File: src/design/hart_pkg.sv
`default_nettype none

package hart_pkg;

  localparam int XLEN = 32;
  localparam int REG_ADDR_W = 5; // 32 architectural registers, x0 hardwired

  typedef logic [XLEN-1:0] xlen_t; // data word or byte address
  typedef logic [31:0] inst_t; // raw instruction word as fetched
  typedef logic [REG_ADDR_W-1:0] reg_addr_t;
  typedef logic [2:0] alu_op_t;

  // alu operation codes carried from decode into execute
  localparam alu_op_t ALU_ADD = 3'd0; // also the address adder for lw and sw
  localparam alu_op_t ALU_SUB = 3'd1;
  localparam alu_op_t ALU_AND = 3'd2;
  localparam alu_op_t ALU_OR = 3'd3;
  localparam alu_op_t ALU_XOR = 3'd4;
  localparam alu_op_t ALU_PASS_B = 3'd5; // lui just forwards its immediate

  // major opcodes of the supported subset
  localparam logic [6:0] OPC_OP = 7'b0110011;
  localparam logic [6:0] OPC_OP_IMM = 7'b0010011;
  localparam logic [6:0] OPC_LUI = 7'b0110111;
  localparam logic [6:0] OPC_LOAD = 7'b0000011;
  localparam logic [6:0] OPC_STORE = 7'b0100011;
  localparam logic [6:0] OPC_SYSTEM = 7'b1110011;

  // the one system instruction that is legal here
  localparam inst_t INST_EBREAK = 32'h0010_0073;

  // funct3 values that are accepted, everything else traps
  localparam logic [2:0] F3_ADD = 3'b000;
  localparam logic [2:0] F3_WORD = 3'b010; // lw and sw share this code
  localparam logic [2:0] F3_XOR = 3'b100;
  localparam logic [2:0] F3_OR = 3'b110;
  localparam logic [2:0] F3_AND = 3'b111;
  localparam logic [6:0] FUNCT7_SUB = 7'b0100000; // sub is add with bit 30 set

  // lsb of each field inside the instruction word
  localparam int RD_LSB = 7;
  localparam int FUNCT3_LSB = 12;
  localparam int RS1_LSB = 15;
  localparam int RS2_LSB = 20;
  localparam int FUNCT7_LSB = 25;

  // fetch only ever leaves FETCH_RUN through ebreak, and reset brings it back
  typedef enum logic [0:0] {
    FETCH_RUN,
    FETCH_HALTED
  } fetch_state_t;

endpackage

`default_nettype wire

File: src/design/fetch_stage.sv
`timescale 1ns/1ps
`default_nettype none

module fetch_stage #(
  parameter hart_pkg::xlen_t RESET_ADDR = '0
) (
  input  wire logic            i_clk,
  input  wire logic            i_rst,
  input  wire logic            i_stall, // decode is holding its instruction for a cycle
  input  wire logic            i_halt, // ebreak sits in decode right now
  input  wire hart_pkg::inst_t i_imem_rdata,
  output hart_pkg::xlen_t      o_imem_raddr,
  output logic                 o_valid,
  output hart_pkg::inst_t      o_inst,
  output hart_pkg::xlen_t      o_pc
);

  hart_pkg::fetch_state_t state;
  hart_pkg::xlen_t pc;
  logic advance;

  // imem answers in the same cycle, so the pc is the read address as is
  assign o_imem_raddr = pc;
  assign advance = (state == hart_pkg::FETCH_RUN) && !i_stall; // stall freezes pc and decode reg

  always_ff @(posedge i_clk) begin
    if (i_rst) begin
      state <= hart_pkg::FETCH_RUN;
      pc <= RESET_ADDR;
      o_valid <= 1'b0; // nothing in decode until the first fetch lands
    end else if (advance) begin
      if (i_halt) begin
        // the word fetched alongside ebreak is dropped, and nothing follows it
        state <= hart_pkg::FETCH_HALTED;
        o_valid <= 1'b0;
      end else begin
        pc <= pc + hart_pkg::xlen_t'(4);
        o_valid <= 1'b1;
      end
    end
  end

  // instruction and its pc are captured one cycle after the address is shown
  always_ff @(posedge i_clk) begin
    if (advance) begin
      o_inst <= i_imem_rdata;
      o_pc <= pc;
    end
  end

endmodule

`default_nettype wire

File: src/design/register_file.sv
`timescale 1ns/1ps
`default_nettype none

module register_file (
  input  wire logic                i_clk,
  input  wire logic                i_rst,
  input  wire hart_pkg::reg_addr_t i_rs1_addr,
  input  wire hart_pkg::reg_addr_t i_rs2_addr,
  output hart_pkg::xlen_t          o_rs1_data,
  output hart_pkg::xlen_t          o_rs2_data,
  input  wire logic                i_wen,
  input  wire hart_pkg::reg_addr_t i_waddr,
  input  wire hart_pkg::xlen_t     i_wdata
);

  hart_pkg::xlen_t regs [1:31]; // x0 has no storage behind it

  always_ff @(posedge i_clk) begin
    if (i_rst) begin
      for (int i = 1; i < 32; i++) begin
        regs[i] <= '0;
      end
    end else if (i_wen && (i_waddr != '0)) begin
      regs[i_waddr] <= i_wdata; // a write aimed at x0 is simply lost
    end
  end

  // the writeback value is bypassed to a read of the same register, so an
  // instruction in decode already sees what is retiring in this cycle
  always_comb begin
    if (i_rs1_addr == '0) o_rs1_data = '0;
    else if (i_wen && (i_waddr == i_rs1_addr)) o_rs1_data = i_wdata;
    else o_rs1_data = regs[i_rs1_addr];
  end

  always_comb begin
    if (i_rs2_addr == '0) o_rs2_data = '0;
    else if (i_wen && (i_waddr == i_rs2_addr)) o_rs2_data = i_wdata;
    else o_rs2_data = regs[i_rs2_addr];
  end

endmodule

`default_nettype wire

File: src/design/decode_stage.sv
`timescale 1ns/1ps
`default_nettype none

module decode_stage (
  input  wire logic                i_clk,
  input  wire logic                i_rst,
  input  wire logic                i_valid,
  input  wire hart_pkg::inst_t     i_inst,
  input  wire hart_pkg::xlen_t     i_pc,
  output hart_pkg::reg_addr_t      o_rs1_addr,
  output hart_pkg::reg_addr_t      o_rs2_addr,
  input  wire hart_pkg::xlen_t     i_rs1_data,
  input  wire hart_pkg::xlen_t     i_rs2_data,
  input  wire hart_pkg::reg_addr_t i_x_rd, // destination of whatever sits in execute
  input  wire logic                i_x_wen, // already qualified with execute's valid
  output logic                     o_stall,
  output logic                     o_halt,
  output logic                     o_x_valid,
  output hart_pkg::inst_t          o_x_inst,
  output hart_pkg::xlen_t          o_x_pc,
  output hart_pkg::alu_op_t        o_x_alu_op,
  output hart_pkg::xlen_t          o_x_op_a,
  output hart_pkg::xlen_t          o_x_op_b,
  output hart_pkg::xlen_t          o_x_store_data,
  output logic                     o_x_is_load,
  output logic                     o_x_is_store,
  output hart_pkg::reg_addr_t      o_x_rd,
  output logic                     o_x_wen,
  output logic                     o_x_trap,
  output logic                     o_x_halt
);

  logic [6:0] opcode;
  logic [2:0] funct3;
  logic [6:0] funct7;
  hart_pkg::xlen_t imm_i;
  hart_pkg::xlen_t imm_s;
  hart_pkg::xlen_t imm_u;
  hart_pkg::alu_op_t f3_alu;
  logic f3_ok;
  hart_pkg::alu_op_t alu_op;
  hart_pkg::xlen_t op_b;
  logic legal;
  logic use_rs1;
  logic use_rs2;
  logic writes_rd;
  logic is_load;
  logic is_store;
  logic is_ebreak;
  logic rs1_hit;
  logic rs2_hit;

  assign opcode = i_inst[6:0];
  assign funct3 = i_inst[hart_pkg::FUNCT3_LSB +: 3];
  assign funct7 = i_inst[hart_pkg::FUNCT7_LSB +: 7];
  assign o_rs1_addr = i_inst[hart_pkg::RS1_LSB +: hart_pkg::REG_ADDR_W];
  assign o_rs2_addr = i_inst[hart_pkg::RS2_LSB +: hart_pkg::REG_ADDR_W];

  assign imm_i = {{20{i_inst[31]}}, i_inst[31:20]};
  assign imm_s = {{20{i_inst[31]}}, i_inst[31:25], i_inst[11:7]}; // split around rd's slot
  assign imm_u = {i_inst[31:12], 12'b0};

  // register and immediate forms share the funct3 to alu mapping
  always_comb begin
    f3_ok = 1'b1;
    case (funct3)
      hart_pkg::F3_ADD: f3_alu = hart_pkg::ALU_ADD;
      hart_pkg::F3_XOR: f3_alu = hart_pkg::ALU_XOR;
      hart_pkg::F3_OR: f3_alu = hart_pkg::ALU_OR;
      hart_pkg::F3_AND: f3_alu = hart_pkg::ALU_AND;
      default: begin
        f3_alu = hart_pkg::ALU_ADD;
        f3_ok = 1'b0; // slt, shifts and friends are not part of this subset
      end
    endcase
  end

  always_comb begin
    legal = 1'b0;
    use_rs1 = 1'b0;
    use_rs2 = 1'b0;
    writes_rd = 1'b0;
    is_load = 1'b0;
    is_store = 1'b0;
    is_ebreak = 1'b0;
    alu_op = hart_pkg::ALU_ADD;
    op_b = imm_i;
    case (opcode)
      hart_pkg::OPC_OP: begin
        {use_rs1, use_rs2, writes_rd} = 3'b111;
        op_b = i_rs2_data;
        alu_op = (funct7 == hart_pkg::FUNCT7_SUB) ? hart_pkg::ALU_SUB : f3_alu;
        legal = (funct7 == hart_pkg::FUNCT7_SUB) ? (funct3 == hart_pkg::F3_ADD)
                                                 : (f3_ok && (funct7 == '0));
      end
      hart_pkg::OPC_OP_IMM: begin
        {use_rs1, writes_rd} = 2'b11;
        alu_op = f3_alu;
        legal = f3_ok;
      end
      hart_pkg::OPC_LUI: begin
        writes_rd = 1'b1;
        op_b = imm_u;
        alu_op = hart_pkg::ALU_PASS_B;
        legal = 1'b1;
      end
      hart_pkg::OPC_LOAD: begin
        {use_rs1, writes_rd, is_load} = 3'b111;
        legal = (funct3 == hart_pkg::F3_WORD); // only lw survives
      end
      hart_pkg::OPC_STORE: begin
        {use_rs1, use_rs2, is_store} = 3'b111;
        op_b = imm_s;
        legal = (funct3 == hart_pkg::F3_WORD);
      end
      hart_pkg::OPC_SYSTEM: begin
        is_ebreak = (i_inst == hart_pkg::INST_EBREAK); // ecall and csr ops trap
        legal = is_ebreak;
      end
      default: legal = 1'b0;
    endcase
  end

  // the producer in execute has not reached the write-first register file yet
  assign rs1_hit = use_rs1 && (o_rs1_addr != '0) && (o_rs1_addr == i_x_rd);
  assign rs2_hit = use_rs2 && (o_rs2_addr != '0) && (o_rs2_addr == i_x_rd);
  assign o_stall = i_valid && legal && i_x_wen && (rs1_hit || rs2_hit);
  assign o_halt = i_valid && is_ebreak; // ebreak reads nothing, so never stalls

  always_ff @(posedge i_clk) begin
    if (i_rst) begin
      o_x_valid <= 1'b0;
      o_x_is_load <= 1'b0;
      o_x_is_store <= 1'b0;
      o_x_wen <= 1'b0;
      o_x_trap <= 1'b0;
      o_x_halt <= 1'b0;
    end else begin
      o_x_valid <= i_valid && !o_stall; // a stall leaves a bubble behind
      o_x_is_load <= is_load && legal;
      o_x_is_store <= is_store && legal;
      o_x_wen <= writes_rd && legal; // an illegal word writes nothing
      o_x_trap <= !legal;
      o_x_halt <= is_ebreak;
    end
  end

  always_ff @(posedge i_clk) begin
    o_x_inst <= i_inst;
    o_x_pc <= i_pc;
    o_x_alu_op <= alu_op;
    o_x_op_a <= i_rs1_data;
    o_x_op_b <= op_b;
    o_x_store_data <= i_rs2_data;
    o_x_rd <= i_inst[hart_pkg::RD_LSB +: hart_pkg::REG_ADDR_W];
  end

endmodule

`default_nettype wire

File: src/design/execute_stage.sv
`timescale 1ns/1ps
`default_nettype none

module execute_stage (
  input  wire logic                i_clk,
  input  wire logic                i_rst,
  input  wire logic                i_x_valid,
  input  wire hart_pkg::inst_t     i_x_inst,
  input  wire hart_pkg::xlen_t     i_x_pc,
  input  wire hart_pkg::alu_op_t   i_x_alu_op,
  input  wire hart_pkg::xlen_t     i_x_op_a,
  input  wire hart_pkg::xlen_t     i_x_op_b,
  input  wire hart_pkg::xlen_t     i_x_store_data,
  input  wire logic                i_x_is_load,
  input  wire logic                i_x_is_store,
  input  wire hart_pkg::reg_addr_t i_x_rd,
  input  wire logic                i_x_wen,
  input  wire logic                i_x_trap,
  input  wire logic                i_x_halt,
  output hart_pkg::xlen_t          o_dmem_addr,
  output logic                     o_dmem_ren,
  output logic                     o_dmem_wen,
  output hart_pkg::xlen_t          o_dmem_wdata,
  input  wire hart_pkg::xlen_t     i_dmem_rdata,
  output hart_pkg::reg_addr_t      o_x_rd, // interlock feedback to decode
  output logic                     o_x_wen,
  output logic                     o_wb_wen,
  output hart_pkg::reg_addr_t      o_wb_rd,
  output hart_pkg::xlen_t          o_wb_data,
  output logic                     o_retire_valid,
  output logic                     o_retire_trap,
  output logic                     o_retire_halt,
  output hart_pkg::inst_t          o_retire_inst,
  output hart_pkg::xlen_t          o_retire_pc,
  output hart_pkg::reg_addr_t      o_retire_rd_waddr,
  output hart_pkg::xlen_t          o_retire_rd_wdata
);

  hart_pkg::xlen_t alu_res;
  hart_pkg::xlen_t result;
  logic wb_valid;
  logic wb_wen;
  logic wb_trap;
  logic wb_halt;
  hart_pkg::reg_addr_t wb_rd;
  hart_pkg::xlen_t wb_data;
  hart_pkg::inst_t wb_inst;
  hart_pkg::xlen_t wb_pc;

  always_comb begin
    case (i_x_alu_op)
      hart_pkg::ALU_ADD: alu_res = i_x_op_a + i_x_op_b;
      hart_pkg::ALU_SUB: alu_res = i_x_op_a - i_x_op_b;
      hart_pkg::ALU_AND: alu_res = i_x_op_a & i_x_op_b;
      hart_pkg::ALU_OR: alu_res = i_x_op_a | i_x_op_b;
      hart_pkg::ALU_XOR: alu_res = i_x_op_a ^ i_x_op_b;
      hart_pkg::ALU_PASS_B: alu_res = i_x_op_b;
      default: alu_res = '0;
    endcase
  end

  // lw and sw are word accesses only, the two low address bits never reach dmem
  assign o_dmem_addr = {alu_res[31:2], 2'b00};
  assign o_dmem_ren = i_x_valid && i_x_is_load; // decode never sets both flags
  assign o_dmem_wen = i_x_valid && i_x_is_store;
  assign o_dmem_wdata = i_x_store_data;
  assign result = i_x_is_load ? i_dmem_rdata : alu_res; // dmem reads within the cycle

  assign o_x_rd = i_x_rd;
  assign o_x_wen = i_x_valid && i_x_wen; // bubbles never cause a stall

  always_ff @(posedge i_clk) begin
    if (i_rst) begin
      wb_valid <= 1'b0;
      wb_wen <= 1'b0;
      wb_trap <= 1'b0;
      wb_halt <= 1'b0;
    end else begin
      wb_valid <= i_x_valid;
      wb_wen <= i_x_valid && i_x_wen && !i_x_trap;
      wb_trap <= i_x_valid && i_x_trap;
      wb_halt <= i_x_valid && i_x_halt;
    end
  end

  always_ff @(posedge i_clk) begin
    wb_rd <= (i_x_wen && !i_x_trap) ? i_x_rd : '0; // stores and traps report rd 0
    wb_data <= result;
    wb_inst <= i_x_inst;
    wb_pc <= i_x_pc;
  end

  // the same register drives the register file write and the retire report
  assign o_wb_wen = wb_wen;
  assign o_wb_rd = wb_rd;
  assign o_wb_data = wb_data;
  assign o_retire_valid = wb_valid;
  assign o_retire_trap = wb_trap;
  assign o_retire_halt = wb_halt;
  assign o_retire_inst = wb_inst;
  assign o_retire_pc = wb_pc;
  assign o_retire_rd_waddr = wb_rd;
  assign o_retire_rd_wdata = wb_data;

endmodule

`default_nettype wire

File: src/design/hart.sv
`timescale 1ns/1ps
`default_nettype none

module hart #(
  parameter hart_pkg::xlen_t RESET_ADDR = '0 // any word-aligned start address
) (
  input  wire logic            i_clk,
  input  wire logic            i_rst,
  output hart_pkg::xlen_t      o_imem_raddr,
  input  wire hart_pkg::inst_t i_imem_rdata,
  output hart_pkg::xlen_t      o_dmem_addr,
  output logic                 o_dmem_ren,
  output logic                 o_dmem_wen,
  output hart_pkg::xlen_t      o_dmem_wdata,
  input  wire hart_pkg::xlen_t i_dmem_rdata,
  output logic                 o_retire_valid,
  output logic                 o_retire_trap,
  output logic                 o_retire_halt,
  output hart_pkg::inst_t      o_retire_inst,
  output hart_pkg::xlen_t      o_retire_pc,
  output hart_pkg::reg_addr_t  o_retire_rd_waddr,
  output hart_pkg::xlen_t      o_retire_rd_wdata
);

  logic d_valid; // fetch to decode
  hart_pkg::inst_t d_inst;
  hart_pkg::xlen_t d_pc;
  logic stall; // decode back to fetch
  logic halt;
  hart_pkg::reg_addr_t rs1_addr;
  hart_pkg::reg_addr_t rs2_addr;
  hart_pkg::xlen_t rs1_data;
  hart_pkg::xlen_t rs2_data;
  logic x_valid; // decode to execute
  hart_pkg::inst_t x_inst;
  hart_pkg::xlen_t x_pc;
  hart_pkg::alu_op_t x_alu_op;
  hart_pkg::xlen_t x_op_a;
  hart_pkg::xlen_t x_op_b;
  hart_pkg::xlen_t x_store_data;
  logic x_is_load;
  logic x_is_store;
  hart_pkg::reg_addr_t x_rd;
  logic x_wen;
  logic x_trap;
  logic x_halt;
  hart_pkg::reg_addr_t ex_rd; // execute's destination, seen by the interlock
  logic ex_wen;
  logic wb_wen;
  hart_pkg::reg_addr_t wb_rd;
  hart_pkg::xlen_t wb_data;

  fetch_stage #(.RESET_ADDR(RESET_ADDR)) fetch_i (
    .i_clk, .i_rst, .i_stall(stall), .i_halt(halt), .i_imem_rdata, .o_imem_raddr,
    .o_valid(d_valid), .o_inst(d_inst), .o_pc(d_pc)
  );

  decode_stage decode_i (
    .i_clk, .i_rst, .i_valid(d_valid), .i_inst(d_inst), .i_pc(d_pc),
    .o_rs1_addr(rs1_addr), .o_rs2_addr(rs2_addr), .i_rs1_data(rs1_data),
    .i_rs2_data(rs2_data), .i_x_rd(ex_rd), .i_x_wen(ex_wen), .o_stall(stall),
    .o_halt(halt), .o_x_valid(x_valid), .o_x_inst(x_inst), .o_x_pc(x_pc),
    .o_x_alu_op(x_alu_op), .o_x_op_a(x_op_a), .o_x_op_b(x_op_b),
    .o_x_store_data(x_store_data), .o_x_is_load(x_is_load), .o_x_is_store(x_is_store),
    .o_x_rd(x_rd), .o_x_wen(x_wen), .o_x_trap(x_trap), .o_x_halt(x_halt)
  );

  register_file regfile_i (
    .i_clk, .i_rst, .i_rs1_addr(rs1_addr), .i_rs2_addr(rs2_addr),
    .o_rs1_data(rs1_data), .o_rs2_data(rs2_data),
    .i_wen(wb_wen), .i_waddr(wb_rd), .i_wdata(wb_data)
  );

  execute_stage execute_i (
    .i_clk, .i_rst, .i_x_valid(x_valid), .i_x_inst(x_inst), .i_x_pc(x_pc),
    .i_x_alu_op(x_alu_op), .i_x_op_a(x_op_a), .i_x_op_b(x_op_b),
    .i_x_store_data(x_store_data), .i_x_is_load(x_is_load), .i_x_is_store(x_is_store),
    .i_x_rd(x_rd), .i_x_wen(x_wen), .i_x_trap(x_trap), .i_x_halt(x_halt),
    .o_dmem_addr, .o_dmem_ren, .o_dmem_wen, .o_dmem_wdata, .i_dmem_rdata,
    .o_x_rd(ex_rd), .o_x_wen(ex_wen), .o_wb_wen(wb_wen), .o_wb_rd(wb_rd),
    .o_wb_data(wb_data), .o_retire_valid, .o_retire_trap, .o_retire_halt,
    .o_retire_inst, .o_retire_pc, .o_retire_rd_waddr, .o_retire_rd_wdata
  );

endmodule

`default_nettype wire

File: config.mk
export PLATFORM = sky130hd
export DESIGN_NAME = hart
export DESIGN_NICKNAME = d
export VERILOG_FILES = /design/src/design/hart_pkg.sv /design/src/design/fetch_stage.sv /design/src/design/register_file.sv /design/src/design/decode_stage.sv /design/src/design/execute_stage.sv /design/src/design/hart.sv
export SDC_FILE = /design/constraint.sdc
export NUM_CORES = 2
export LEC_CHECK = 0
export BUFFER_PORTS_ARGS = -buffer_cell sky130_fd_sc_hd__buf_4
export CAP_MARGIN = 30
export CORE_MARGIN = 4
export CORE_UTILIZATION = 48
export DETAILED_ROUTE_END_ITERATION = 10
export PLACE_DENSITY = 0.78
export SLEW_MARGIN = 15
export SYNTH_ARGS = -nofsm -noshare
export SYNTH_HDL_FRONTEND = slang
export SYNTH_SLANG_ARGS = --single-unit
File: constraint.sdc
create_clock -name i_clk -period 4.2 [get_ports i_clk]
set_input_delay 0.21 -clock i_clk [delete_from_list [all_inputs] [get_ports i_clk]]
set_output_delay 0.21 -clock i_clk [all_outputs]
set_load 0.02 [all_outputs]
==> metrics.txt <==
status finished with violations; violated checks negative setup slack; post-synth cell types 78; Final nets about 5.2k; DIE WIDTH 388 µm; Arrival @ worst endpoint approximately 5.3 ns; Post-synth EDFFs between 1k and 1.5k; # DRC 0; Tot GR Track Use ~28%; Least-Margin Pin Slew 0.971 ns; Synth Area per Inst between 10 and 15 µm²; clk_lat worst skew about 0.8 ns; YS warnings 0; hpwl dp approximately 130000 µm; Peak Freq about 180 MHz; CTS max path bufs 3; DR vias/cell 6.40; Critical-path top delay cell or4_4; Final Hold Vio Count 0; Finished Layout Cells 7074; RSZ-0062 raised after global routing yes; Adder-Cell Fraction of Synth Area under 10%; Initial DRC Count 6765; # setup viols final 29; clock skew just over 0.04 ns; Die Y 388 µm; main combinational cell family by area after synthesis multiplexers; CP Buf/Inv Count 5; setup TNS -17.93 ns; initial antenna violation count 6; compound-cell area share of the yosys netlist between 3 and 4%; vias in the first global route between 40k and 50k; max-cap violations 0; Slew HR between 30% and 40%; Placed Instances about 6.7k; required time of the critical path 3.99 ns; die area between 150000 and 200000 µm²; fin crit share 131%; TritonCTS clock tree yes; CTS H-tree lvls 4; Clock Sink Count about 1.4k; cell area after layout approximately 81000 µm²; crit path cell chain or4_4, or3_4, buf_4, nor4_2, buf_4, a31oi_1, xnor2_1, ha_1, a21o_1, a31o_2, a221oi_4, nand3b_1, o211ai_1, buf_4, a211oi_2, o21bai_1, xnor2_1, buf_4, o21ai_2, buf_6; PD cells roughly 450 nW/µm²; routability cong. 0.896; Top delay family on crit path compound AO/OA/AOI/OAI gates; Slew Limit Fails 0; DP Area about 75000 µm²; async set or reset register ratio after synthesis 0%; Reg clk slew, reported paths 0.06 ns; slowest stage delay, CP 0.55 ns; CTS Root Cell clkbuf_16; Place WS -0.486 ns; post-synthesis mux area share approximately 22%; Synth Area in XOR/XNOR between 1 and 1.5%; I/O pins around 270; synthesized area slightly below 70000 µm²; Routed WL approximately 220000 µm; commonest non-fill, non-tap cell in the layout edfxtp_1; first-pass GRT wire length 313000 µm; worst setup margin -1.29 ns; layout overhead on the synthesized area 17.1%; worst vdd ir between 0.4 and 0.5 mV; Primary FF master, synth edfxtp_1; sequential cell area fraction in the yosys report a little under three fifths; Crit Path Class flip-flop to primary output; Port-buffer cells ~260; global route total overflow 0; Crit. End Element primary output; Yosys reg bits 1398; commonest non-fill, non-tap cells in the layout edfxtp_1 (1086), and2_1 (1010), mux4_2 (640); Avg WL per Cell 30.7 µm; vias about 45k; largest net degree at the start of global routing between 80 and 90; Core Area 144000 µm²; most used cell along the critical path buf_4; static leakage 30.1 nW; initial core utilization about half; post-synthesis simple-gate area fraction 12.4%; type of origin of the critical path flip-flop; min-delay worst type input pin to flip-flop; Syn Inst Count ~4.7k; Num CTS Buffers 145; CP max FO 3; first drt pass iteration count 7; Post-DRT Antenna Nets 0; share of cells above drive strength 1 31.9%; Cell Rows ~140; min Tclk post-route 5.49 ns
[path summary, 6_finish.rpt]
check	slack [ns]	endpoint	startpoint	cells past startpoint
max	-1.29	o_dmem_addr[25]	decode_i.o_x_op_b[10]	20
min	0.10	fetch_i.o_imem_raddr[23]	i_rst	3
max reg2reg	-0.42	execute_i.o_retire_rd_wdata[23]	decode_i.o_x_op_b[10]	20
min reg2reg	0.31	execute_i.o_retire_pc[13]	decode_i.o_x_pc[13]	0
[where the power goes]
group | switching (mW) | internal [mW] | total, mW
clock network | 5.60 | 7.11 | 12.7
registers | 0.645 | 15.8 | 16.4
logic | 4.75 | 3.08 | 7.82
[state kept, by name (all words and copies together) (netlist names), 3 cells and up, named ones only]
| signal | flops |
|---|---|
| execute_i.o_retire_pc | 30 |
| decode_i.o_x_op_b | 32 |
| decode_i.o_x_store_data | 32 |
| execute_i.o_retire_inst | 32 |
| decode_i.o_x_pc | 30 |
| execute_i.o_retire_rd_wdata | 32 |
| decode_i.o_x_alu_op | 3 |
| fetch_i.o_imem_raddr | 30 |
| decode_i.o_x_inst | 32 |
| execute_i.o_retire_rd_waddr | 5 |
| fetch_i.o_inst | 32 |
| decode_i.o_x_op_a | 32 |
| regfile_i.regs | 1024 |
| fetch_i.o_pc | 30 |
[final cells by class]
| type | count | area [µm²] |
|---|---|---|
| antenna | 1 | 2.50 |
| clock buffer | 176 | 3890 |
| sequential | 1398 | 38900 |
| fill | 10800 | 62400 |
| multi-input combinational | 2792 | 29300 |
| tap | 1903 | 2380 |
| clock inverter | 83 | 767 |
| inverter | 79 | 297 |
| timing repair buffer | 642 | 5680 |
[stage by stage]
step                power (mW)  util [%]  hold WS (ns)
finish                    36.9      56.5         0.102
global route              38.0      56.5        0.0829
CTS                       36.5      56.1        0.0468
detailed placement        23.8      52.2         0.312
global placement          23.6      52.2         0.310
floorplan                 20.5         -         0.304
[repair_timing]
item	4_1_cts	5_1_grt
endpoints found under the hold margin	74	0
resized for setup	75	74
hold buffers	64	0
endpoints found under the setup margin	32	37
pin swaps	44	46
buffers inserted	18	31
[metal layers]
layer	routed length [µm]	global-route usage [%]	vias to the layer above
li1	-	-	18400
met1	74000	35.4	22800
met2	103000	45.4	3290
met3	28500	8.85	709
met4	11400	13.5	4
met5	27	0.287	-
[synthesized netlist by cell type, drive strengths merged, types with 40 or more instances]
| master | instances | area (µm²) |
|---|---|---|
| a21oi | 61 | 305 |
| ha | 97 | 1210 |
| and2 | 1010 | 6320 |
| nor2 | 196 | 743 |
| clkbuf | 338 | 1270 |
| nand2 | 85 | 319 |
| dfxtp | 312 | 6250 |
| edfxtp | 1086 | 32600 |
| buf | 87 | 427 |
| xor2 | 40 | 350 |
| mux4 | 640 | 14400 |
| o21ai | 57 | 297 |
| a211oi | 75 | 563 |
| mux2i | 70 | 701 |
| inv | 79 | 297 |
| xnor2 | 56 | 490 |
[cells by family after synthesis]
kind of cell | Yosys count
AO/OA/AOI/OAI | 356
other | 1
flip-flops | 1398
adder cells (fa/ha/maj) | 98
XOR/XNOR | 96
AND/OR/NAND/NOR | 1471
buffers and inverters | 504
multiplexers | 733
[worst register-to-register path, stage by stage (launching register included)]
cell,delay [ns]
dfxtp_2,0.32
or4_4,0.55
or3_4,0.39
buf_4,0.14
nor4_2,0.12
buf_4,0.17
a31oi_1,0.10
xnor2_1,0.14
ha_1,0.34
a21o_1,0.18
a31o_2,0.23
a221oi_4,0.29
nand3b_1,0.15
o211ai_1,0.17
buf_4,0.21
buf_6,0.12
a21oi_4,0.15
xor2_2,0.20
o211ai_1,0.11
buf_4,0.18
mux2_4,0.25
Power figures use the tool's default switching activity.
